`config.mk`:
```
export PLATFORM = sky130hd
export DESIGN_NAME = clkcfg_top
export DESIGN_NICKNAME = d
export VERILOG_FILES = /design/src/hw/clkcfg_pkg.sv /design/src/hw/i2c_host_if.sv /design/src/hw/bringup_ctrl.sv /design/src/hw/clkcfg_top.sv /design/src/hw/i2c_init.sv /design/src/hw/i2c_master.sv
export SDC_FILE = /design/constraint.sdc
export NUM_CORES = 1
export LEC_CHECK = 0
export ABC_AREA = 1
export BUFFER_PORTS_ARGS = -buffer_cell sky130_fd_sc_hd__buf_2
export CORE_ASPECT_RATIO = 1.75
export CORE_MARGIN = 5
export CORE_UTILIZATION = 25
export DETAILED_ROUTE_END_ITERATION = 8
export PLACE_DENSITY = 0.39
export SETUP_SLACK_MARGIN = 0.1
export SYNTH_ARGS = -nofsm -noshare
export SYNTH_HDL_FRONTEND = slang
export SYNTH_HIERARCHICAL = 1
export SYNTH_SLANG_ARGS = --single-unit
```
`constraint.sdc`:
```
create_clock -name phy_clk125 -period 3.1 [get_ports phy_clk125]
set_clock_uncertainty 0.1 [all_clocks]
set_input_delay 0.62 -clock phy_clk125 [delete_from_list [all_inputs] [get_ports phy_clk125]]
set_output_delay 0.62 -clock phy_clk125 [all_outputs]
set_load 0.005 [all_outputs]
```
`src/hw/clkcfg_pkg.sv`:
```
`default_nettype none

package clkcfg_pkg;

    typedef logic [6:0] i2c_addr_t;

    typedef struct packed {
        logic start;
        logic write;
        logic write_multiple;
        logic stop;
    } cmd_flags_t;

    typedef struct packed {
        logic [3:0] rsvd;
        i2c_addr_t  addr;
        cmd_flags_t flags;
    } cmd_view_t;

    typedef struct packed {
        logic [5:0] rsvd;
        logic       last;
        logic [7:0] data;
    } data_view_t;

    // Same 15 bits read as command or as data byte
    typedef union packed {
        cmd_view_t  cmd;
        data_view_t dat;
    } entry_body_t;

    typedef struct packed {
        logic        is_cmd;
        entry_body_t body;
    } init_entry_t;

    localparam i2c_addr_t  SYNTH_ADDR = 7'h60;
    localparam cmd_flags_t WR_BLOCK   = '{start: 1'b1, write: 1'b0,
                                          write_multiple: 1'b1, stop: 1'b1};

    function automatic init_entry_t cmd_word(i2c_addr_t addr, cmd_flags_t flags);
        init_entry_t e;
        e = '0;
        e.is_cmd         = 1'b1;
        e.body.cmd.addr  = addr;
        e.body.cmd.flags = flags;
        return e;
    endfunction

    function automatic init_entry_t data_word(logic [7:0] data, logic last);
        init_entry_t e;
        e = '0;
        e.body.dat.data = data;
        e.body.dat.last = last;
        return e;
    endfunction

    localparam int INIT_LEN = 12;

    // Outputs off, PLL A multisynth block, outputs on
    localparam init_entry_t INIT_TABLE [INIT_LEN] = '{
        cmd_word(SYNTH_ADDR, WR_BLOCK),
        data_word(8'h03, 1'b0),
        data_word(8'hff, 1'b1),
        cmd_word(SYNTH_ADDR, WR_BLOCK),
        data_word(8'h1a, 1'b0),
        data_word(8'h00, 1'b0),
        data_word(8'h01, 1'b0),
        data_word(8'h00, 1'b0),
        data_word(8'h0e, 1'b1),
        cmd_word(SYNTH_ADDR, WR_BLOCK),
        data_word(8'h03, 1'b0),
        data_word(8'h00, 1'b1)
    };

endpackage

`default_nettype wire

```
`src/hw/i2c_host_if.sv`:
```
`timescale 1ns/10ps
`default_nettype none

interface i2c_host_if;
    import clkcfg_pkg::*;

    // Command stream
    i2c_addr_t  cmd_addr;
    cmd_flags_t cmd_flags;
    logic       cmd_valid;
    logic       cmd_ready;

    // Write data stream
    logic [7:0] wr_data;
    logic       wr_last;
    logic       wr_valid;
    logic       wr_ready;

    modport seq (
        output cmd_addr, cmd_flags, cmd_valid,
        input  cmd_ready,
        output wr_data, wr_last, wr_valid,
        input  wr_ready
    );

    modport eng (
        input  cmd_addr, cmd_flags, cmd_valid,
        output cmd_ready,
        input  wr_data, wr_last, wr_valid,
        output wr_ready
    );

endinterface

`default_nettype wire

```
`src/hw/bringup_ctrl.sv`:
```
`timescale 1ns/10ps
`default_nettype none

module bringup_ctrl #(
    parameter int CNT_W     = 32,
    parameter int RST_BIT   = 24,
    parameter int START_BIT = 25,
    parameter int LED_BIT   = 26
) (
    input  logic       phy_clk125,
    input  logic       arst_n_i,
    output logic [3:0] led_o,
    output logic       rst_int_o,
    output logic       start_o
);

    logic [CNT_W-1:0] cnt_q;
    logic             started_q;

    always_ff @(posedge phy_clk125 or negedge arst_n_i) begin
        if (!arst_n_i) begin
            cnt_q     <= '0;
            led_o     <= 4'hf;
            rst_int_o <= 1'b1;
            start_o   <= 1'b0;
            started_q <= 1'b0;
        end else begin
            cnt_q <= cnt_q + 1'b1;
            // LEDs are active low
            led_o <= ~cnt_q[LED_BIT +: 4];

            if (cnt_q[RST_BIT]) begin
                rst_int_o <= 1'b0;
            end

            // One pulse per power-up, wrap of the counter does not retrigger
            start_o <= cnt_q[START_BIT] && !started_q;
            if (cnt_q[START_BIT]) begin
                started_q <= 1'b1;
            end
        end
    end

endmodule

`default_nettype wire

```
`src/hw/clkcfg_top.sv`:
```
`timescale 1ns/10ps
`default_nettype none

module clkcfg_top #(
    parameter int PRESCALE  = 80,
    parameter int RST_BIT   = 24,
    parameter int START_BIT = 25,
    parameter int LED_BIT   = 26,
    parameter int CNT_W     = 32
) (
    input  logic       phy_clk125,
    input  logic       arst_n_i,
    input  logic       clk_scl_i,
    input  logic       clk_sda_i,
    output logic       clk_scl_oe_o,
    output logic       clk_sda_oe_o,
    output logic [3:0] led_o,
    output logic       init_busy_o,
    output logic       init_done_o,
    output logic       missed_ack_o
);

    logic rst_int;
    logic start;

    i2c_host_if host_if ();

    bringup_ctrl #(
        .CNT_W     (CNT_W),
        .RST_BIT   (RST_BIT),
        .START_BIT (START_BIT),
        .LED_BIT   (LED_BIT)
    ) u_bringup (
        .phy_clk125 (phy_clk125),
        .arst_n_i   (arst_n_i),
        .led_o      (led_o),
        .rst_int_o  (rst_int),
        .start_o    (start)
    );

    i2c_init u_init (
        .phy_clk125 (phy_clk125),
        .arst_n_i   (arst_n_i),
        .rst_int_i  (rst_int),
        .start_i    (start),
        .host       (host_if.seq),
        .busy_o     (init_busy_o),
        .done_o     (init_done_o)
    );

    i2c_master #(
        .PRESCALE (PRESCALE)
    ) u_master (
        .phy_clk125   (phy_clk125),
        .arst_n_i     (arst_n_i),
        .rst_int_i    (rst_int),
        .host         (host_if.eng),
        .scl_i        (clk_scl_i),
        .sda_i        (clk_sda_i),
        .scl_oe_o     (clk_scl_oe_o),
        .sda_oe_o     (clk_sda_oe_o),
        .missed_ack_o (missed_ack_o)
    );

endmodule

`default_nettype wire

```
`src/hw/i2c_init.sv`:
```
`timescale 1ns/10ps
`default_nettype none

module i2c_init (
    input  logic       phy_clk125,
    input  logic       arst_n_i,
    input  logic       rst_int_i,
    input  logic       start_i,
    i2c_host_if.seq    host,
    output logic       busy_o,
    output logic       done_o
);
    import clkcfg_pkg::*;

    localparam int IDX_W = (INIT_LEN > 1) ? $clog2(INIT_LEN) : 1;
    localparam logic [IDX_W-1:0] LAST_IDX = IDX_W'(INIT_LEN - 1);

    logic [IDX_W-1:0] idx_q;
    logic             run_q;
    logic             done_q;
    init_entry_t      entry;
    logic             cmd_xfer;
    logic             wr_xfer;

    assign entry = INIT_TABLE[idx_q];

    // Command view
    assign host.cmd_addr  = entry.body.cmd.addr;
    assign host.cmd_flags = entry.body.cmd.flags;
    assign host.cmd_valid = run_q && entry.is_cmd;

    // Data view
    assign host.wr_data  = entry.body.dat.data;
    assign host.wr_last  = entry.body.dat.last;
    assign host.wr_valid = run_q && !entry.is_cmd;

    assign cmd_xfer = host.cmd_valid && host.cmd_ready;
    assign wr_xfer  = host.wr_valid && host.wr_ready;

    always_ff @(posedge phy_clk125 or negedge arst_n_i) begin
        if (!arst_n_i) begin
            idx_q  <= '0;
            run_q  <= 1'b0;
            done_q <= 1'b0;
        end else if (rst_int_i) begin
            idx_q  <= '0;
            run_q  <= 1'b0;
            done_q <= 1'b0;
        end else begin
            if (start_i && !run_q && !done_q) begin
                run_q <= 1'b1;
            end

            if (cmd_xfer || wr_xfer) begin
                if (idx_q == LAST_IDX) begin
                    run_q  <= 1'b0;
                    done_q <= 1'b1;
                end else begin
                    idx_q <= idx_q + 1'b1;
                end
            end
        end
    end

    assign busy_o = run_q;
    assign done_o = done_q;

endmodule

`default_nettype wire

```
`src/hw/i2c_master.sv`:
```
`timescale 1ns/10ps
`default_nettype none

module i2c_master #(
    parameter int PRESCALE = 80
) (
    input  logic    phy_clk125,
    input  logic    arst_n_i,
    input  logic    rst_int_i,
    i2c_host_if.eng host,
    input  logic    scl_i,
    input  logic    sda_i,
    output logic    scl_oe_o,
    output logic    sda_oe_o,
    output logic    missed_ack_o
);
    import clkcfg_pkg::*;

    localparam logic [2:0] ST_OFF   = 3'd0;
    localparam logic [2:0] ST_IDLE  = 3'd1;
    localparam logic [2:0] ST_START = 3'd2;
    localparam logic [2:0] ST_BIT   = 3'd3;
    localparam logic [2:0] ST_FETCH = 3'd4;
    localparam logic [2:0] ST_DROP  = 3'd5;
    localparam logic [2:0] ST_STOP  = 3'd6;

    localparam logic [15:0] PRESC_END = 16'(PRESCALE - 1);

    logic [2:0]  state_q;
    logic [1:0]  phase_q;
    logic [15:0] presc_q;
    logic        active_q;
    logic [3:0]  bit_q;
    logic [7:0]  shift_q;
    cmd_flags_t  flags_q;
    logic        addr_byte_q;
    logic        last_q;
    logic        scl_oe_d;
    logic        sda_oe_d;
    logic        phased;
    logic        stall;
    logic        tick;
    logic        phase_end;
    logic        more_bytes;
    logic        has_write;

    assign phased     = (state_q == ST_START) || (state_q == ST_BIT) || (state_q == ST_STOP);
    // SCL released but still low, so the target is stretching
    assign stall      = !scl_oe_o && !scl_i;
    assign tick       = phased && !stall && (presc_q == PRESC_END);
    assign phase_end  = tick && (phase_q == 2'd3);
    assign more_bytes = addr_byte_q || !last_q;
    assign has_write  = host.cmd_flags.write || host.cmd_flags.write_multiple;

    assign host.cmd_ready = (state_q == ST_IDLE);
    assign host.wr_ready  = (state_q == ST_FETCH) || (state_q == ST_DROP);

    // SDA only moves while SCL is low, one quarter after the falling edge
    always_comb begin
        scl_oe_d = 1'b1;
        sda_oe_d = sda_oe_o;
        case (state_q)
            ST_OFF: begin
                scl_oe_d = 1'b0;
                sda_oe_d = 1'b0;
            end
            ST_IDLE: begin
                scl_oe_d = active_q;
                if (!active_q) begin
                    sda_oe_d = 1'b0;
                end
            end
            ST_START: begin
                scl_oe_d = active_q && !phase_q[1];
                if (phase_q != 2'd0) begin
                    sda_oe_d = (phase_q == 2'd3);
                end
            end
            ST_BIT: begin
                scl_oe_d = !phase_q[1];
                if (phase_q != 2'd0) begin
                    sda_oe_d = (bit_q != 4'd8) && !shift_q[7];
                end
            end
            ST_STOP: begin
                scl_oe_d = !phase_q[1];
                sda_oe_d = (phase_q == 2'd1) || (phase_q == 2'd2);
            end
            default: begin
                scl_oe_d = 1'b1;
            end
        endcase
    end

    always_ff @(posedge phy_clk125 or negedge arst_n_i) begin
        if (!arst_n_i) begin
            state_q      <= ST_OFF;
            phase_q      <= 2'd0;
            presc_q      <= '0;
            active_q     <= 1'b0;
            scl_oe_o     <= 1'b0;
            sda_oe_o     <= 1'b0;
            missed_ack_o <= 1'b0;
        end else if (rst_int_i) begin
            state_q      <= ST_OFF;
            phase_q      <= 2'd0;
            presc_q      <= '0;
            active_q     <= 1'b0;
            scl_oe_o     <= 1'b0;
            sda_oe_o     <= 1'b0;
            missed_ack_o <= 1'b0;
        end else begin
            scl_oe_o <= scl_oe_d;
            sda_oe_o <= sda_oe_d;

            if (phased && !stall) begin
                presc_q <= tick ? '0 : presc_q + 1'b1;
            end
            if (tick) begin
                phase_q <= phase_q + 1'b1;
            end

            case (state_q)
                ST_OFF: state_q <= ST_IDLE;
                ST_IDLE: begin
                    if (host.cmd_valid) begin
                        if (!has_write) begin
                            if (host.cmd_flags.stop && active_q) begin
                                state_q <= ST_STOP;
                            end
                        end else if (host.cmd_flags.start || !active_q) begin
                            state_q <= ST_START;
                        end else begin
                            state_q <= ST_FETCH;
                        end
                    end
                end
                ST_START: begin
                    if (phase_end) begin
                        state_q  <= ST_BIT;
                        active_q <= 1'b1;
                    end
                end
                ST_BIT: begin
                    if (phase_end && (bit_q == 4'd8)) begin
                        if (sda_i) begin
                            missed_ack_o <= 1'b1;
                            state_q      <= more_bytes ? ST_DROP : ST_STOP;
                        end else if (more_bytes) begin
                            state_q <= ST_FETCH;
                        end else begin
                            state_q <= flags_q.stop ? ST_STOP : ST_IDLE;
                        end
                    end
                end
                ST_FETCH: begin
                    if (host.wr_valid) begin
                        state_q <= ST_BIT;
                    end
                end
                ST_DROP: begin
                    // Swallow the rest of the block after a NACK
                    if (host.wr_valid && (!flags_q.write_multiple || host.wr_last)) begin
                        state_q <= ST_STOP;
                    end
                end
                ST_STOP: begin
                    if (phase_end) begin
                        state_q  <= ST_IDLE;
                        active_q <= 1'b0;
                    end
                end
                default: state_q <= ST_OFF;
            endcase
        end
    end

    // Byte shifter and transaction context
    always_ff @(posedge phy_clk125) begin
        if (host.cmd_valid && host.cmd_ready) begin
            flags_q     <= host.cmd_flags;
            shift_q     <= {host.cmd_addr, 1'b0};
            addr_byte_q <= host.cmd_flags.start || !active_q;
            last_q      <= 1'b0;
            bit_q       <= 4'd0;
        end
        if ((state_q == ST_FETCH) && host.wr_valid) begin
            shift_q     <= host.wr_data;
            addr_byte_q <= 1'b0;
            last_q      <= !flags_q.write_multiple || host.wr_last;
            bit_q       <= 4'd0;
        end
        if ((state_q == ST_BIT) && phase_end && (bit_q != 4'd8)) begin
            shift_q <= {shift_q[6:0], 1'b0};
            bit_q   <= bit_q + 1'b1;
        end
    end

endmodule

`default_nettype wire

```
==> results.yml, run 1 <==
clock_tree:
  cts_hold_buf: 0
  clkLatencyLatePin_ps: 340
  post-cts-setup-buffers: 0
  tritoncts: "built"
  cts_made_buffers: 9
  cts_root_buf: "clkbuf_16"
  path_clk_slew_ps: 60
  ctsResizeCount: 0
  cts_sinks: 84
  cts_htree_levels: 3
  clockBufferDepth: 2
power:
  vdd_ir_drop_max_mv: 0.3589
  powerDensity_mw_per_mm2: 405.6
  leakage_nw: 2.585
yosys:
  synth_edf_count: 14
  ys_ff_latch: 84
  yosysWarningCount: 6
  ys_async_sr_fraction_pct: 80.95
  ys.flop_type: "dfrtp_1"
  synth_top_family_by_area: "simple AND/OR/NAND/NOR gates"
  synth_adder_area_share_pct: 2.734
  synth_cells: 621
  synthSimpleGateAreaFrac_pct: 35.30
  yosys-top-cells-area: "dfrtp_1, nand2_1, edfxtp_1"
  synth_xor_xnor_area_share_pct: 3.654
  synth_mux_area_share_pct: 0
  ys_types: 44
  synth.most_common_cell: "nand2_1"
  yosysTopAreaCell: "dfrtp_1"
  synth_area_per_cell_um2: 8.106
  synth-compound-area-share_pct: 7.084
  synth_top_area_share_pct: 31.32
  synth_nets: 636
  ys_seq_area_share_pct: 43.08
  synth_common_cells: "nand2_1, nor2_1, dfrtp_1, inv_1, nand3_1"
  synth_area_mm2: 0.005034
grt:
  grt_overflow: 0
  grt_use_total_pct: 10.92
  grt_max_degree: 32
  antenna_found_initial: 0
  grt_pass1_wl_mm: 19.76
  grt_pass1_vias: 4136
setup_path:
  cpMostUsedCell: "inv_1"
  rr_endpoint: "u_master/shift_q[2]"
  slowest_delay_ps: 470
  crit_path_start: "u_init/idx_q[0]"
  arrival_ps: 2330
  end_kind: "register"
  start_kind: "register"
  worstPathCellList: "inv_1 > ha_1 > inv_1 > nand2_2 > nand2_4 > nor2_1 > nand2_1 > nand3_1"
  cpMaxStageDelayCell: "nand3_1"
  critPathRequiredTime_ps: 2930
  endpoint: "u_master/shift_q[2]"
  path_class: "register to register"
  ff2ff_path_depth: 8
  path_max_fanout: 11
  rr_startpoint: "u_init/idx_q[0]"
  regToRegSetupSlack_ps: 600
min_path:
  worst_hold_path_type: "input pin to asynchronous set/reset pin"
floorplan:
  core_mm2: 0.01982
  die_y_um: 197.7
  io_pins: 13
  num_rows: 68
  start_util_pct: 25.39
  die-area_mm2: 0.02318
  die_w_um: 117.3
drt:
  drtAntennaViolNets: 0
  wl_per_cell_um: 13.34
  drt-pass1-iter-count: 6
  via_per_inst: 4.385
  vias: 3854
  top_layer_used: "met4"
  wl_met2_mm: 6.539
  drcViolationCount: 0
  finalWirelength_mm: 11.72
  m1WireLength_mm: 4.440
  met3WireLength_um: 301
  drtIter0Drc: 179
timing:
  worst_pin_slew_ps: 620.0
  relSlewSlack_pct: 58.23
  setup_viol: 0
  rsz0062_at_grt: "false"
  layout_min_cycle_time_ps: 2497
  hold_viol_final: 0
  tns_ps: 0
  drv_slew: 0
  period_share_pct: 80.55
  fmax_ghz: 0.4005
finish:
  fin_area_mm2: 0.005597
  regArea_mm2: 0.002168
  nNetsFinal: 644
  syn_to_final_growth_pct: 11.19
  drive_gt1_share_pct: 15.62
  multiInputGateArea_mm2: 0.002455
  fill_cells: 2125
  finish.utilization_pct: 28.23
  diodes: 0
placement:
  placed_area_mm2: 0.005278
  dp_hpwl_mm: 9.269
  place_congestion: 0.8230
  port_buffers: 12
run:
  maxCapViolCount: 0
status:
  status: "complete, no violations"
-- layout make-up --
cell class                 count  share of cell area (%)
clock buffer                  15                   5.544
multi-input combinational    450                   43.86
timing repair buffer          16                   1.610
clock inverter                 1                  0.1565
inverter                      68                   4.605
sequential                    84                   38.74
tap                          245                   5.477
-- report_power, final --
| part | total, mW | leakage [nW] | internal (mW) | switching (mW) |
|---|---|---|---|---|
| clock network | 1.13 | 0.156 | 0.688 | 0.440 |
| registers | 1.12 | 1.05 | 1.12 | 0 |
| logic | 0.0243 | 1.38 | 0.00405 | 0.0202 |
| total | 2.27 | 2.59 | 1.81 | 0.460 |
-- metal layers --
layer	vias up	track usage [%]
li1	1995	-
met1	1796	11.04
met2	42	20.49
met3	21	2.294
met4	0	5.357
met5	-	0
-- through the flow --
step | std cells | hold WS (ps) | setup slack, ps | total power [mW]
floorplan | 621 | 224.4 | 947.3 | 1.142
global placement | 863 | 288.3 | 652.5 | 1.166
detailed placement | 863 | 290.7 | 577.3 | 1.166
CTS | 879 | 40.45 | 554.8 | 2.323
global route | 879 | 52.79 | 414.8 | 2.364
finish | 879 | 48.00 | 602.8 | 2.270
-- registers in the layout, indices dropped and copies added (netlist names) --
| register | count |
|---|---|
| u_init/idx_q | 4 |
| u_bringup/led_o | 4 |
| u_master/sda_oe_o | 1 |
| u_bringup/started_q | 1 |
| u_bringup/cnt_q | 30 |
| u_master/shift_q | 8 |
| u_master/bit_q | 4 |
| u_init/done_o | 1 |
| u_master/scl_oe_o | 1 |
| u_master/missed_ack_o | 1 |
| u_master/last_q | 1 |
| u_bringup/start_o | 1 |
| u_master/flags_q | 2 |
| u_master/presc_q | 16 |
| u_bringup/rst_int_o | 1 |
| u_init/busy_o | 1 |
| u_master/addr_byte_q | 1 |
| u_master/phase_q | 2 |
| u_master/active_q | 1 |
| u_master/state_q | 3 |
-- how the worst min path moves through the flow --
stage                                   start               endpoint  cells past startpoint
final                                arst_n_i  u_master/missed_ack_o                      1
after global routing                 arst_n_i        u_init/idx_q[2]                      1
after CTS                            arst_n_i  u_master/missed_ack_o                      1
after detailed placement  u_bringup/cnt_q[29]     u_bringup/led_o[3]                      1
after global placement    u_bringup/cnt_q[29]     u_bringup/led_o[3]                      1
after floorplan                      arst_n_i     u_bringup/cnt_q[0]                      0
-- logic make-up (layout without fill, tap and decap cells) --
logic type | Yosys count | in the layout
buf+inv | 87 | 100
compound gates | 62 | 62
simple gates | 356 | 356
xor+xnor | 21 | 21
fa+ha+maj | 11 | 11
flops | 84 | 84
-- worst max-delay path: cells and delay by family, from the launching register on --
kind	cells	cell delay (ps)
and+or+nand+nor	5	990
DFF	1	450
adders and majority gates	1	340
buffers and inverters	2	210
-- layout by cell type, fill, tap and decap left out, drive strengths merged --
master,n
a21boi,1
a21oi,19
a22o,2
a31oi,3
and2,2
buf,16
clkbuf,15
clkinv,3
dfrtp,63
dfstp,5
dfxtp,2
edfxtp,14
ha,11
inv,66
nand2,192
nand3,40
nand3b,8
nand4,12
nor2,85
nor3,13
nor3b,1
o21a,2
o21ai,30
o22ai,3
o31ai,2
or2,3
xnor2,6
xor2,15
Power figures use the tool's default switching activity.
==> inputs of run 2 (changes only) <==
==> constraint.sdc (replaced) <==
create_clock -name phy_clk125 -period 2.35 [get_ports phy_clk125]
set_clock_uncertainty 0.1 [all_clocks]
set_input_delay 0.47 -clock phy_clk125 [delete_from_list [all_inputs] [get_ports phy_clk125]]
set_output_delay 0.47 -clock phy_clk125 [all_outputs]
set_load 0.005 [all_outputs]
==> results.yml, run 2 (same netlist as run 1, synthesis figures left out) <==
status:
  status: "complete, no violations"
clock_tree:
  cts_htree_levels: 3
  path_clk_slew_ps: 60
  cts_hold_buf: 0
  clockBufferDepth: 2
  clkLatencyLatePin_ps: 350
  cts_sinks: 84
  cts_made_buffers: 9
  cts_root_buf: "clkbuf_16"
  tritoncts: "built"
finish:
  layout_common_cells: "nand2_1, nor2_1, dfrtp_1"
  regMostFlops: "u_bringup/cnt_q"
  syn_to_final_growth_pct: 12.58
  layout_commonest_cell: "nand2_1"
  fin_cells: 888
  reg_top3: "u_bringup/cnt_q (30), u_master/presc_q (16), u_master/shift_q (8)"
  nNetsFinal: 653
  diodes: 0
  largest_reg_flops: 30
  drive_gt1_share_pct: 17.57
drt:
  wl_per_cell_um: 13.32
  drcViolationCount: 0
  vias: 3914
  finalWirelength_mm: 11.83
  via_per_inst: 4.408
  drtIter0Drc: 199
  drtAntennaViolNets: 0
  drt-pass1-iter-count: 4
run:
  maxCapViolCount: 0
timing:
  setup_viol: 0
  fmax_ghz: 0.4741
  period_share_pct: 89.76
  worst_pin_slew_ps: 422.6
  drv_slew: 0
  hold_viol_final: 0
  tns_ps: 0
  relSlewSlack_pct: 71.82
  layout_min_cycle_time_ps: 2109
  rsz0062_at_grt: "false"
floorplan:
  num_rows: 68
  die_y_um: 197.7
  die_w_um: 117.3
  io_pins: 13
  die-area_mm2: 0.02318
  core_mm2: 0.01982
  start_util_pct: 25.39
setup_path:
  start_kind: "register"
  critPathRequiredTime_ps: 2310
  arrival_ps: 2070
  end_kind: "register"
  path_max_fanout: 11
  path_class: "register to register"
  crit_path_start: "u_init/idx_q[0]"
  rr_startpoint: "u_init/idx_q[0]"
placement:
  place_congestion: 0.7978
  port_buffers: 12
  dp_hpwl_mm: 9.100
  placed_cells: 872
power:
  powerDensity_mw_per_mm2: 521.3
  leakage_nw: 2.633
  vdd_ir_drop_max_mv: 0.2358
grt:
  grt_pass1_vias: 4009
  grt_overflow: 0
  antenna_found_initial: 0
  grt_max_degree: 69
  grt_pass1_wl_mm: 19.83
  grt_use_total_pct: 11.11
min_path:
  worst_hold_path_type: "input pin to asynchronous set/reset pin"
[run 2: changes by cell type in the layout (fill, tap and decap cells not counted), moves of 2 or more]
cell      before  now
o21ai_1        1    4
buf_4          4   11
clkbuf_1       2    0
inv_6          0    5
o21ai_0       27   24
clkbuf_8       2    0
[run 2: path summary, 6_finish.rpt]
| check | endpoint | slack (ps) | cells past startpoint |
|---|---|---|---|
| worst max-delay path | u_master/shift_q[1] | 240 | 10 |
| worst min-delay path | u_init/idx_q[2] | 2 | 2 |
| worst max register to register | u_master/shift_q[1] | 240 | 10 |
| worst min register to register | u_bringup/led_o[3] | 290 | 1 |
| max in group asynchronous | u_bringup/led_o[3] | 1750 | 2 |
| min in group phy_clk125 | u_bringup/led_o[3] | 290 | 1 |
[run 2: cell type report]
class / count / area [µm²]
multi-input cells: 450 / 2461
clock buffers: 10 / 250.2
fillers: 2112 / 14160
inverters: 68 / 257.7
well taps: 245 / 306.5
repair buffers: 25 / 173.9
clock inverters: 6 / 48.80
flip-flops and latches: 84 / 2168
[run 2: per-stage QoR]
stage	power, mW	hold WS [ps]	setup WS [ps]	util (%)	instance area, µm²
floorplan	1.506	74.41	197.3	-	5034
global placement	1.539	284.5	242.7	27.03	5358
detailed placement	1.539	288.8	186.0	27.03	5358
CTS	3.009	52.30	180.5	28.53	5657
global route	3.069	70.66	107.8	28.59	5667
finish	2.954	2.293	240.7	28.59	5667
[run 2: per-layer routing]
layer	GRT usage (%)	vias to the layer above	wire, µm
li1	-	2013	-
met1	11.48	1843	4556
met2	21.01	40	6713
met3	2.110	18	284
met4	4.847	0	278
met5	0	-	0
[run 2: worst max-delay path: stages (launching register included)]
cell	delay (ps)
dfrtp_1	360
inv_1	80
ha_1	330
inv_1	70
nand2_2	120
nand2_4	80
nor2_2	120
nand2_1	120
buf_4	180
nand3_1	100
buf_6	160
[run 2: power by group]
part	switching [mW]	internal [mW]
clock network	0.648	0.798
logic	0.0265	0.00670
registers	0	1.47
total	0.675	2.28
[run 2: timing repair]
| item | 4_1_cts | 5_1_grt |
|---|---|---|
| setup endpoints to repair | 0 | 16 |
| buffers inserted | 0 | 0 |
| gates resized for setup | 0 | 7 |
| hold endpoints to repair | 0 | 0 |
